==> src/source/apb_pkg.sv <==
// APB bus widths and the transfer sequencer state encoding
package apb_pkg;

  // Address and data widths shared by both sides of the bus
  localparam int unsigned addr_w = 32;
  localparam int unsigned data_w = 32;

  // One strobe bit per data byte
  localparam int unsigned strb_w = data_w / 8;

  // Sequencer states for one transfer
  //   IDLE     waiting for an upstream setup cycle
  //   SETUP    downstream setup phase, psel high and penable low
  //   ACCESS   downstream access phase, held until the target is ready
  //   RESPOND  upstream response cycle, pready high
  typedef enum logic [1:0] {
    IDLE    = 2'd0,
    SETUP   = 2'd1,
    ACCESS  = 2'd2,
    RESPOND = 2'd3
  } apb_state_e;

endpackage

==> src/source/soc_bus_pkg.sv <==
// SoC address map constants, target counts and target index functions
package automatic soc_bus_pkg;

  // Cluster windows, one per stride, each only partly populated
  localparam logic [31:0] cluster_base   = 32'h1000_0000;
  localparam logic [31:0] cluster_stride = 32'h0040_0000;
  localparam logic [31:0] cluster_size   = 32'h0030_0000;

  // First L2 memory port
  localparam logic [31:0] l2_base = 32'h1C00_0000;

  // Peripheral window that goes to the external port
  localparam logic [31:0] ext_win_base = 32'h1A00_0000;
  localparam logic [31:0] ext_win_end  = 32'h1AFF_FFFF;

  // Clusters, then L2 ports, then the single external port
  function int unsigned n_targets(input int unsigned n_clusters, l2_n_ports);
    return n_clusters + l2_n_ports + 1;
  endfunction

  function int unsigned idx_l2(input int unsigned n_clusters);
    return n_clusters;
  endfunction

  function int unsigned idx_ext(input int unsigned n_clusters, l2_n_ports);
    return idx_l2(n_clusters) + l2_n_ports;
  endfunction

  // Never narrower than one bit
  function int unsigned tgt_idx_w(input int unsigned n_clusters, l2_n_ports);
    int unsigned w;
    w = $clog2(n_targets(n_clusters, l2_n_ports));
    return (w < 1) ? 1 : w;
  endfunction

  function logic [31:0] cluster_start(input int unsigned idx);
    return cluster_base + 32'(idx * cluster_stride);
  endfunction

  function logic [31:0] l2_start(input int unsigned idx, bytes_per_port);
    return l2_base + 32'(idx * bytes_per_port);
  endfunction

  // First byte above the last L2 port
  function logic [31:0] l2_end(input int unsigned n_ports, bytes_per_port);
    return l2_start(n_ports, bytes_per_port);
  endfunction

  function logic in_window(input logic [31:0] addr, base, size);
    return (addr >= base) && ((addr - base) < size);
  endfunction

endpackage

==> src/source/soc_bus_decode.sv <==
// Address decoder that maps a captured request address onto a target index
`timescale 1ns/1ps

module soc_bus_decode #(
  parameter int unsigned N_CLUSTERS        = 2,
  parameter int unsigned L2_N_PORTS        = 2,
  parameter int unsigned L2_BYTES_PER_PORT = 32'h0001_0000
) (
  input  logic                                                  clk_i,
  input  logic                                                  arst_n,
  input  logic [apb_pkg::addr_w-1:0]                            addr,
  input  logic                                                  addr_valid,
  output logic [soc_bus_pkg::tgt_idx_w(N_CLUSTERS, L2_N_PORTS)-1:0] tgt_idx,
  output logic                                                  unmapped
);

  import soc_bus_pkg::*;

  localparam int unsigned TIW = tgt_idx_w(N_CLUSTERS, L2_N_PORTS);

  logic [N_CLUSTERS-1:0] cl_hit;
  logic [L2_N_PORTS-1:0] l2_hit;
  logic [2:0]            ext_hit;

  // Rule matching, one flag per window
  always_comb begin
    for (int i = 0; i < N_CLUSTERS; i++) begin
      cl_hit[i] = in_window(addr, cluster_start(i), cluster_size);
    end
    for (int i = 0; i < L2_N_PORTS; i++) begin
      l2_hit[i] = in_window(addr, l2_start(i, L2_BYTES_PER_PORT),
                            32'(L2_BYTES_PER_PORT));
    end
    // Below the clusters, the 0x1A window, above the L2 ports
    ext_hit[0] = addr < cluster_base;
    ext_hit[1] = (addr >= ext_win_base) && (addr <= ext_win_end);
    ext_hit[2] = addr >= l2_end(L2_N_PORTS, L2_BYTES_PER_PORT);
  end

  // Later assignments win, so clusters take priority over L2 over external
  always_comb begin
    tgt_idx  = '0;
    unmapped = 1'b1;
    if (|ext_hit) begin
      tgt_idx  = TIW'(idx_ext(N_CLUSTERS, L2_N_PORTS));
      unmapped = 1'b0;
    end
    for (int i = L2_N_PORTS - 1; i >= 0; i--) begin
      if (l2_hit[i]) begin
        tgt_idx  = TIW'(idx_l2(N_CLUSTERS) + i);
        unmapped = 1'b0;
      end
    end
    for (int i = N_CLUSTERS - 1; i >= 0; i--) begin
      if (cl_hit[i]) begin
        tgt_idx  = TIW'(i);
        unmapped = 1'b0;
      end
    end
  end

  // The address map must stay free of overlaps for any legal parameter set
  a_rules_disjoint: assert property (
    @(posedge clk_i) disable iff (!arst_n)
    addr_valid |-> $onehot0({cl_hit, l2_hit, ext_hit})
  ) else $error("address 0x%08h matches more than one rule", addr);

endmodule

==> src/source/soc_bus_execute.sv <==
// APB sequencer that captures the upstream request and drives the target side
`timescale 1ns/1ps

module soc_bus_execute #(
  parameter int unsigned N_CLUSTERS = 2,
  parameter int unsigned L2_N_PORTS = 2
) (
  input  logic                                                  clk_i,
  input  logic                                                  arst_n,
  // Upstream request
  input  logic                                                  s_psel,
  input  logic                                                  s_penable,
  input  logic                                                  s_pwrite,
  input  logic [apb_pkg::addr_w-1:0]                            s_paddr,
  input  logic [apb_pkg::data_w-1:0]                            s_pwdata,
  input  logic [apb_pkg::strb_w-1:0]                            s_pstrb,
  // Downstream request
  output logic [soc_bus_pkg::n_targets(N_CLUSTERS, L2_N_PORTS)-1:0] m_psel,
  output logic                                                  m_penable,
  output logic                                                  m_pwrite,
  output logic [apb_pkg::addr_w-1:0]                            m_paddr,
  output logic [apb_pkg::data_w-1:0]                            m_pwdata,
  output logic [apb_pkg::strb_w-1:0]                            m_pstrb,
  // Decoder side
  output logic [apb_pkg::addr_w-1:0]                            req_addr,
  output logic                                                  addr_valid,
  input  logic [soc_bus_pkg::tgt_idx_w(N_CLUSTERS, L2_N_PORTS)-1:0] tgt_idx,
  input  logic                                                  unmapped,
  // Result side
  input  logic                                                  sel_ready,
  output logic                                                  complete,
  output logic                                                  err_local
);

  import apb_pkg::*;
  import soc_bus_pkg::*;

  localparam int unsigned N_T = n_targets(N_CLUSTERS, L2_N_PORTS);
  localparam int unsigned TIW = tgt_idx_w(N_CLUSTERS, L2_N_PORTS);

  apb_state_e          state;
  apb_state_e          state_nxt;
  logic                start;
  logic                sel_phase;
  logic                pwrite_q;
  logic [addr_w-1:0]   paddr_q;
  logic [data_w-1:0]   pwdata_q;
  logic [strb_w-1:0]   pstrb_q;

  // A new transfer only starts on a clean setup cycle
  assign start     = s_psel && !s_penable;
  assign sel_phase = (state == SETUP) || (state == ACCESS);

  always_comb begin
    state_nxt = state;
    case (state)
      IDLE:    if (start) state_nxt = SETUP;
      SETUP:   state_nxt = unmapped ? RESPOND : ACCESS;
      ACCESS:  if (sel_ready) state_nxt = RESPOND;
      RESPOND: state_nxt = IDLE;
      default: state_nxt = IDLE;
    endcase
  end

  always_ff @(posedge clk_i or negedge arst_n) begin
    if (!arst_n) begin
      state <= IDLE;
    end else begin
      state <= state_nxt;
    end
  end

  // Request payload, held for the whole transfer
  always_ff @(posedge clk_i) begin
    if (state == IDLE && start) begin
      pwrite_q <= s_pwrite;
      paddr_q  <= s_paddr;
      pwdata_q <= s_pwdata;
      pstrb_q  <= s_pstrb;
    end
  end

  assign req_addr   = paddr_q;
  assign addr_valid = sel_phase;

  for (genvar i = 0; i < N_T; i++) begin : gen_psel
    assign m_psel[i] = sel_phase && !unmapped && (tgt_idx == TIW'(i));
  end

  assign m_penable = (state == ACCESS);
  assign m_pwrite  = pwrite_q;
  assign m_paddr   = paddr_q;
  assign m_pwdata  = pwdata_q;
  assign m_pstrb   = pstrb_q;

  // Unmapped addresses finish in SETUP without touching any target
  assign err_local = (state == SETUP) && unmapped;
  assign complete  = err_local || ((state == ACCESS) && sel_ready);

  a_psel_onehot: assert property (
    @(posedge clk_i) disable iff (!arst_n) $onehot0(m_psel)
  ) else $error("more than one target selected");

  a_penable_psel: assert property (
    @(posedge clk_i) disable iff (!arst_n) m_penable |-> (|m_psel)
  ) else $error("penable raised with no target selected");

endmodule

==> src/source/soc_bus_result.sv <==
// Response path that picks the selected target's reply and returns it upstream
`timescale 1ns/1ps

module soc_bus_result #(
  parameter int unsigned N_CLUSTERS = 2,
  parameter int unsigned L2_N_PORTS = 2
) (
  input  logic                                                   clk_i,
  input  logic                                                   arst_n,
  input  logic [soc_bus_pkg::n_targets(N_CLUSTERS, L2_N_PORTS)-1:0]
               [apb_pkg::data_w-1:0]                             m_prdata,
  input  logic [soc_bus_pkg::n_targets(N_CLUSTERS, L2_N_PORTS)-1:0] m_pready,
  input  logic [soc_bus_pkg::n_targets(N_CLUSTERS, L2_N_PORTS)-1:0] m_pslverr,
  input  logic [soc_bus_pkg::tgt_idx_w(N_CLUSTERS, L2_N_PORTS)-1:0]  tgt_idx,
  input  logic                                                   complete,
  input  logic                                                   err_local,
  output logic                                                   sel_ready,
  output logic [apb_pkg::data_w-1:0]                             s_prdata,
  output logic                                                   s_pready,
  output logic                                                   s_pslverr
);

  import apb_pkg::*;
  import soc_bus_pkg::*;

  localparam int unsigned N_T = n_targets(N_CLUSTERS, L2_N_PORTS);
  localparam int unsigned TIW = tgt_idx_w(N_CLUSTERS, L2_N_PORTS);

  logic [data_w-1:0] sel_rdata;
  logic              sel_err;

  // Response mux; out of range indices select nothing
  always_comb begin
    sel_ready = 1'b0;
    sel_rdata = '0;
    sel_err   = 1'b0;
    for (int i = 0; i < N_T; i++) begin
      if (tgt_idx == TIW'(i)) begin
        sel_ready = m_pready[i];
        sel_rdata = m_prdata[i];
        sel_err   = m_pslverr[i];
      end
    end
  end

  // One cycle upstream ready per completed transfer
  always_ff @(posedge clk_i or negedge arst_n) begin
    if (!arst_n) begin
      s_pready  <= 1'b0;
      s_pslverr <= 1'b0;
    end else begin
      s_pready  <= complete;
      s_pslverr <= complete && (err_local || sel_err);
    end
  end

  // Read data, zero for a locally answered error
  always_ff @(posedge clk_i) begin
    if (complete) begin
      s_prdata <= err_local ? '0 : sel_rdata;
    end
  end

  a_pready_pulse: assert property (
    @(posedge clk_i) disable iff (!arst_n) s_pready |=> !s_pready
  ) else $error("upstream pready held for two cycles");

endmodule

==> src/source/soc_bus.sv <==
// SoC bus top level with one APB completer port and per-target APB requester ports
`timescale 1ns/1ps

module soc_bus #(
  parameter int unsigned N_CLUSTERS        = 2,
  parameter int unsigned L2_N_PORTS        = 2,
  parameter int unsigned L2_BYTES_PER_PORT = 32'h0001_0000
) (
  input  logic                                                   clk_i,
  input  logic                                                   arst_n,
  // Host side
  input  logic                                                   s_psel,
  input  logic                                                   s_penable,
  input  logic                                                   s_pwrite,
  input  logic [apb_pkg::addr_w-1:0]                             s_paddr,
  input  logic [apb_pkg::data_w-1:0]                             s_pwdata,
  input  logic [apb_pkg::strb_w-1:0]                             s_pstrb,
  output logic [apb_pkg::data_w-1:0]                             s_prdata,
  output logic                                                   s_pready,
  output logic                                                   s_pslverr,
  // Target side, clusters then L2 ports then external
  output logic [soc_bus_pkg::n_targets(N_CLUSTERS, L2_N_PORTS)-1:0] m_psel,
  output logic                                                   m_penable,
  output logic                                                   m_pwrite,
  output logic [apb_pkg::addr_w-1:0]                             m_paddr,
  output logic [apb_pkg::data_w-1:0]                             m_pwdata,
  output logic [apb_pkg::strb_w-1:0]                             m_pstrb,
  input  logic [soc_bus_pkg::n_targets(N_CLUSTERS, L2_N_PORTS)-1:0]
               [apb_pkg::data_w-1:0]                             m_prdata,
  input  logic [soc_bus_pkg::n_targets(N_CLUSTERS, L2_N_PORTS)-1:0] m_pready,
  input  logic [soc_bus_pkg::n_targets(N_CLUSTERS, L2_N_PORTS)-1:0] m_pslverr
);

  import apb_pkg::*;
  import soc_bus_pkg::*;

  localparam int unsigned TIW = tgt_idx_w(N_CLUSTERS, L2_N_PORTS);

  logic [addr_w-1:0] req_addr;
  logic              addr_valid;
  logic [TIW-1:0]    tgt_idx;
  logic              unmapped;
  logic              sel_ready;
  logic              complete;
  logic              err_local;

  soc_bus_decode #(
    .N_CLUSTERS        (N_CLUSTERS),
    .L2_N_PORTS        (L2_N_PORTS),
    .L2_BYTES_PER_PORT (L2_BYTES_PER_PORT)
  ) u_decode (
    .clk_i      (clk_i),
    .arst_n     (arst_n),
    .addr       (req_addr),
    .addr_valid (addr_valid),
    .tgt_idx    (tgt_idx),
    .unmapped   (unmapped)
  );

  soc_bus_execute #(
    .N_CLUSTERS (N_CLUSTERS),
    .L2_N_PORTS (L2_N_PORTS)
  ) u_execute (
    .clk_i      (clk_i),
    .arst_n     (arst_n),
    .s_psel     (s_psel),
    .s_penable  (s_penable),
    .s_pwrite   (s_pwrite),
    .s_paddr    (s_paddr),
    .s_pwdata   (s_pwdata),
    .s_pstrb    (s_pstrb),
    .m_psel     (m_psel),
    .m_penable  (m_penable),
    .m_pwrite   (m_pwrite),
    .m_paddr    (m_paddr),
    .m_pwdata   (m_pwdata),
    .m_pstrb    (m_pstrb),
    .req_addr   (req_addr),
    .addr_valid (addr_valid),
    .tgt_idx    (tgt_idx),
    .unmapped   (unmapped),
    .sel_ready  (sel_ready),
    .complete   (complete),
    .err_local  (err_local)
  );

  soc_bus_result #(
    .N_CLUSTERS (N_CLUSTERS),
    .L2_N_PORTS (L2_N_PORTS)
  ) u_result (
    .clk_i     (clk_i),
    .arst_n    (arst_n),
    .m_prdata  (m_prdata),
    .m_pready  (m_pready),
    .m_pslverr (m_pslverr),
    .tgt_idx   (tgt_idx),
    .complete  (complete),
    .err_local (err_local),
    .sel_ready (sel_ready),
    .s_prdata  (s_prdata),
    .s_pready  (s_pready),
    .s_pslverr (s_pslverr)
  );

endmodule

==> config.mk <==
export PLATFORM = sky130hd
export DESIGN_NAME = soc_bus
export DESIGN_NICKNAME = d
export VERILOG_FILES = /design/src/source/apb_pkg.sv /design/src/source/soc_bus_pkg.sv /design/src/source/soc_bus_decode.sv /design/src/source/soc_bus_execute.sv /design/src/source/soc_bus_result.sv /design/src/source/soc_bus.sv
export SDC_FILE = /design/constraint.sdc
export NUM_CORES = 1
export LEC_CHECK = 0
export BUFFER_PORTS_ARGS = -buffer_cell sky130_fd_sc_hd__buf_2
export CAP_MARGIN = 20
export CORE_AREA = 8 8 132 134
export DETAILED_ROUTE_END_ITERATION = 8
export DIE_AREA = 0 0 140 142
export PLACE_DENSITY = 0.63
export SYNTH_ARGS = -nofsm -noshare
export SYNTH_HDL_FRONTEND = slang
export SYNTH_SLANG_ARGS = --single-unit
==> constraint.sdc <==
create_clock -name clk_i -period 7.78 [get_ports clk_i]
set_clock_uncertainty 0.2 [all_clocks]
set_input_delay 0.778 -clock clk_i [delete_from_list [all_inputs] [get_ports clk_i]]
set_output_delay 0.778 -clock clk_i [all_outputs]
set_load 0.03 [all_outputs]
==> flow_metrics.tcl, run 1 <==
set metrics [dict create \
    status "finished clean" \
    die-width_um 140 \
    start_util_pct 31.5 \
    synth_xor_area_share_pct 0 \
    grt_pass1_vias 5077 \
    core_um2 15400 \
    criticalPathCategory "reg2out" \
    internal_power_mw 1.11 \
    multiInputGateArea_um2 1600 \
    root_buffer "clkbuf_16" \
    finalSetupTns_ns 0 \
    rsz0062_at_grt "no" \
    cts_buffer_depth 2 \
    min_period_over_period_pct 56.8 \
    fillCellCount 1469 \
    dieArea_um2 19900 \
    die_h_um 142 \
    syn_area_per_cell_um2 12.5 \
    setup_viol 0 \
    clkLatencyLatePin_ns 0.35 \
    sequentialPowerShare_pct 45.0 \
    netlist_instances 388 \
    antenna_found_initial 2 \
    n_antenna_cell 0 \
    hpwl_um 15400 \
    swShare_pct 32.8 \
    wl_per_cell_um 20.8 \
    power_density_nw_per_um2 232 \
    first_pass_iters 5 \
    crit_required_ns 6.80 \
    fmax_ghz 0.226 \
    yosysTopAreaCell "edfxtp_1" \
    drc_errors 0 \
    post-cts-setup-buffers 0 \
    synth-compound-area-share_pct 16.5 \
    synth_flop_cell "edfxtp_1" \
    row_count 46 \
    end_kind "output port" \
    cts_tree "yes" \
    num_vias 4754 \
    io_buffers 351 \
    grt_overflow 0 \
    yosysWarningCount 0 \
    start_kind "flip-flop" \
    synth_fa_ha_area_share_pct 0.772 \
    nets 975 \
    layout-drive-gt1-share_pct 53.1 \
    cp.arrival_ns 3.44 \
    synth.top_cell.area_share_pct 62.4 \
    cts_max_level 3 \
    io_pins 352 \
    synth_mux_area_share_pct 0.437 \
    synth_edf_count 101 \
    synth.distinct_cells 48 \
    max_slew_margin_pct 30.1 \
    area_delta_synth_final_pct 46.3 \
    ys_ff_latch 105 \
    antenna_left 0 \
    pwr-share-comb_pct 25.8 \
    synth_simple_gate_area_share_pct 14.8 \
    leakagePower_nw 3.04 \
    fin_area_um2 7110 \
    syn-num-nets 634 \
    final_hold_viol_count 0 \
    netlist_top_cells_area "edfxtp_1 (62%), a22o_1 (4.0%), a21oi_1 (3.5%)" \
    ir_drop_mv 0.167 \
    ff_latch_area_um2 3130 \
    async_flop_share_pct 3.81 \
    slew_viol_final 0 \
    critPathSlowestCell "o21a_2" \
    worstMarginPinSlew_ns 1.05 \
    cts-resized-gates 0 \
    grtUsageTotal_pct 18.6 \
    worstPathCellList "or4_1 > or2_2 > nor4b_1 > o21a_2 > and2_1 > buf_2" \
    grt_pass1_wl_um 28600 \
    holdWs_ns 0.0243 \
    critPathMaxFanout 48 \
    ys_seq_area_share_pct 64.4 \
    switching_power_mw 0.542 \
    grt_start_max_net_pins 70 \
    numClockSinks 105 \
    synth_top_family_by_area "compound AO/OA/AOI/OAI gates" \
    routed_via_density 5.13 \
    clkTransAtPathRegs_ns 0.08 \
    final.min_clock_period_ns 4.42 \
    p_clk_share_pct 29.2 \
    holdBufCountCts 0 \
    drv_cap 0 \
    numCtsBuffers 9 \
    netlist_area_um2 4860 \
    max_stage_delay_ns 0.88 \
    dpl_cell_area_um2 6790 \
    initialDrtViolationCount 263 \
    totalWireLength_um 19300 \
    holdCritPathClass "in2async" \
    place.gp.congestion 0.860 \
]
[cells in the final DEF, fill, tap and decap left out, types with 11 or more instances in the layout]
| master | instances |
|---|---|
| a31oi_1 | 22 |
| nor3_1 | 11 |
| edfxtp_1 | 101 |
| a22o_1 | 22 |
| a211oi_1 | 13 |
| buf_2 | 351 |
| nand3_1 | 23 |
| nor2_1 | 27 |
| o31a_1 | 11 |
| nand2_1 | 24 |
| a21oi_1 | 34 |
[power by group through the flow]
stage / logic, mW / registers (mW) / clock network (mW)
final: 0.426 / 0.742 / 0.482
after global routing: 0.457 / 0.749 / 0.516
after CTS: 0.434 / 0.743 / 0.498
after detailed placement: 0.433 / 0.755 / 0
after global placement: 0.424 / 0.753 / 0
after floorplan: 0.122 / 0.883 / 0
[worst max-delay path, delay by kind of cell (launching register included)]
| family | cells | cell delay [ns] |
|---|---|---|
| buf+inv | 1 | 0.20 |
| compound gates | 1 | 0.88 |
| simple gates | 4 | 1.56 |
| flops | 1 | 0.44 |
[path summary, 6_finish.rpt]
check                                            end  cells past startpoint  slack [ns]                   from
worst max-delay path                       m_psel[3]                      6        3.36  u_execute.m_paddr[20]
worst min register to register    u_execute.state[1]                      1        0.38     u_execute.state[1]
worst max register to register  u_result.s_prdata[3]                      8        3.65  u_execute.m_paddr[20]
min in group clk_i                u_execute.state[1]                      1        0.38     u_execute.state[1]
worst min-delay path              u_execute.state[0]                      1        0.02                 arst_n
max in group asynchronous          u_result.s_pready                      1        7.23                 arst_n
[per-stage QoR]
stage | util [%] | power [mW] | cells | setup slack (ns)
floorplan | - | 1.01 | 388 | 1.14
global placement | 44.0 | 1.18 | 910 | 3.83
detailed placement | 44.0 | 1.19 | 910 | 3.69
CTS | 46.1 | 1.67 | 926 | 3.37
global route | 46.1 | 1.72 | 926 | 3.14
finish | 46.1 | 1.65 | 926 | 3.36
[metal layers]
metal	GRT usage (%)	share of wire, %	routed length, µm
met1	19.6	36	6990
met2	31.8	48	9290
met3	8.15	12	2370
met4	8.06	3.2	612
met5	0	0.13	26
[cells by family (layout without fill, tap and decap cells)]
group / Yosys count / count (layout)
buffers and inverters: 31 / 377
adders and majority gates: 3 / 3
AOI/OAI and AO/OA: 116 / 116
and+or+nand+nor: 131 / 131
muxes: 2 / 2
DFF: 105 / 105
[synth_stat cells (3+ instances only)]
cell type and n:
edfxtp_1 101, nand2_1 24, clkbuf_1 14, ha_1 3
o31a_1 11, and4_1 3, and2_1 6, buf_2 9
nand3_1 23, nor2_1 27, nor3_2 5, a31oi_1 22
nand4_1 3, dfrtp_1 4, inv_1 3, nor3b_1 11
nor3_1 11, a22o_1 22, a21oi_1 34, a211oi_1 13
[layout make-up]
type	instances	share of cell area, %
sequential	105	44.0
timing repair buffer	358	25.4
multi-input combinational	252	22.5
tap	192	3.38
clock buffer	9	3.17
clock inverter	7	1.34
inverter	3	0.158
[sequential cells by signal (all words and copies together), names as in the netlist]
signal / flops
u_execute.m_pstrb: 4
u_execute.m_pwrite: 1
u_result.s_prdata: 32
u_result.s_pready: 1
u_execute.state: 2
u_result.s_pslverr: 1
u_execute.m_paddr: 32
u_execute.m_pwdata: 32
Power figures use the tool's default switching activity.
==> run 2, diff against run 1 <==
- CORE_AREA: 8 8 132 134 -> 8 8 131 133
- DIE_AREA: 0 0 140 142 -> 0 0 139 141
- PLACE_DENSITY: 0.63 -> 0.67
- clock period: 7.78 -> 3.8 ns (I/O delays scaled with it)
==> run 2 against run 1 <==
Sequential share of layout area is 3.9 points lower. Cell count up 7.3%. Cell area up 9.6%. Combinational power rose by 120%. Global-route usage up 2.0 points. Non-clock buffer count grew 71. Die area down 1.4%. Count of clock-buffer cells in the layout up 1. Hold slack got worse by 0.00085 ns. Worst setup slack worse by 3.2 ns. Sequential cell count stayed put. Critical path depth grew 1. Critical path type unchanged. Largest power group unchanged.
==> flow_metrics.tcl, run 2 (same netlist as run 1, synthesis figures left out) <==
set metrics [dict create \
    post-cts-setup-buffers 0 \
    power_mw 3.35 \
    setup_viol 0 \
    path_delay_family "simple AND/OR/NAND/NOR gates" \
    drc_errors 0 \
    worst-path-buf-inv 2 \
    post-place-ws_ns 0.508 \
    die-width_um 139 \
    start_kind "flip-flop" \
    num_vias 5025 \
    placed_cells 913 \
    antenna_left 0 \
    first_pass_iters 4 \
    cp.arrival_ns 3.02 \
    hp-start "s_paddr[8]" \
    io_buffers 351 \
    totalWireLength_um 21100 \
    fin_area_um2 7800 \
    drv_cap 0 \
    fin_ws_ns 0.195 \
    critPathMaxFanout 46 \
    cts_tree "yes" \
    most-common-layout-cells "buf_2 (351), edfxtp_1 (101), dlygate4sd3_1 (64)" \
    antenna_found_initial 4 \
    hpwl_um 16100 \
    grtUsageTotal_pct 20.6 \
    crit_required_ns 3.22 \
    worstMarginPinSlew_ns 0.856 \
    clkTransAtPathRegs_ns 0.08 \
    root_buffer "clkbuf_16" \
    criticalPathCategory "reg2out" \
    regToRegStartpoint "u_execute.m_paddr[24]" \
    initialDrtViolationCount 274 \
    clkLatencyLatePin_ns 0.35 \
    cts_buffer_depth 2 \
    max_slew_margin_pct 42.9 \
    finalSetupTns_ns 0 \
    grt_pass1_wl_um 30800 \
    holdCritPathClass "in2reg" \
    holdWs_ns 0.0235 \
    fmax_ghz 0.277 \
    numClockSinks 105 \
    status "finished clean" \
    layout_commonest_cell "buf_2" \
    start_util_pct 32.5 \
    core_um2 15000 \
    grt_start_max_net_pins 69 \
    rrSetupSlack_ns 0.51 \
    slew_viol_final 0 \
    place.gp.congestion 0.856 \
    wl_per_cell_um 21.2 \
    layout-drive-gt1-share_pct 49.3 \
    cts-resized-gates 0 \
    routed_via_density 5.06 \
    nets 1046 \
    final_hold_viol_count 0 \
    final.min_clock_period_ns 3.60 \
    cts_max_level 3 \
    r2r_end "u_result.s_prdata[19]" \
    worstPathCellList "or4_1 > or2_2 > nor4b_1 > o21a_2 > buf_12 > and2_1 > buf_2" \
    area_delta_synth_final_pct 60.4 \
    numCtsBuffers 9 \
    fin_cells 994 \
    dieArea_um2 19600 \
    ir_drop_mv 0.237 \
    io_pins 352 \
    fillCellCount 1362 \
    leakagePower_nw 3.33 \
    max_stage_delay_ns 0.56 \
    grt_overflow 0 \
    rsz0062_at_grt "no" \
    row_count 45 \
    holdPathStages 1 \
    critPathSlowestCell "or4_1" \
    power_density_nw_per_um2 430 \
    end_kind "output port" \
    min_period_over_period_pct 94.9 \
    r2r_cells 8 \
    hold_end "u_execute.m_paddr[8]" \
    utilization_pct 52.1 \
    grt_pass1_vias 5250 \
    die_h_um 141 \
    dpl_cell_area_um2 6870 \
    setup.worst_path.start "u_execute.m_paddr[20]" \
]
-- run 2: changes by cell type in the layout (fill, tap and decap cells not counted), sizes merged --
cell         delta
buf             +7
clkinvlp        +1
diode           +1
bufinv          -1
inv             -1
dlygate4sd3    +64
clkbuf          +1
-- run 2: timing repair --
item	in CTS	in global routing
endpoints found under the hold margin	61	6
hold buffers	58	6
setup endpoints to repair	0	0
-- run 2: worst register-to-register path, delay by kind of cell, from the launching register on --
family | cells | cell delay, ns
flip-flops | 1 | 0.48
AND/OR/NAND/NOR | 4 | 1.58
AO/OA/AOI/OAI | 3 | 0.60
buffers and inverters | 1 | 0.28
-- run 2: per-layer routing --
| metal | track usage, % | wire (µm) |
|---|---|---|
| met5 | 0 | 39 |
| met4 | 8.61 | 506 |
| met3 | 10.2 | 2520 |
| met2 | 36.3 | 10500 |
| met1 | 20.4 | 7470 |
-- run 2: how the worst max path moves through the flow --
stage / to / slack (ns) / depth (start not counted)
finish: m_psel[3] / 0.20 / 7
CTS: m_psel[3] / 0.18 / 7
detailed placement: u_result.s_prdata[19] / 0.51 / 8
global route: m_psel[3] / 0.11 / 7
floorplan: u_result.s_prdata[0] / 0.20 / 8
global placement: u_result.s_prdata[31] / 0.61 / 8
-- run 2: cell type report --
type / count / area, µm² / share of cell area [%]
diodes: 1 / 2.50 / 0.0321
clock buffers: 10 / 229 / 2.94
clock inverters: 6 / 51.3 / 0.658
inverters: 3 / 11.3 / 0.144
multi-input cells: 252 / 1610 / 20.6
flip-flops and latches: 105 / 3130 / 40.2
well taps: 188 / 235 / 3.02
repair buffers: 429 / 2530 / 32.4
-- run 2: power by group --
| part | switching (mW) | internal, mW |
|---|---|---|
| Clock | 0.437 | 0.455 |
| Sequential | 0.0639 | 1.46 |
| Combinational | 0.605 | 0.332 |
| Total | 1.11 | 2.25 |
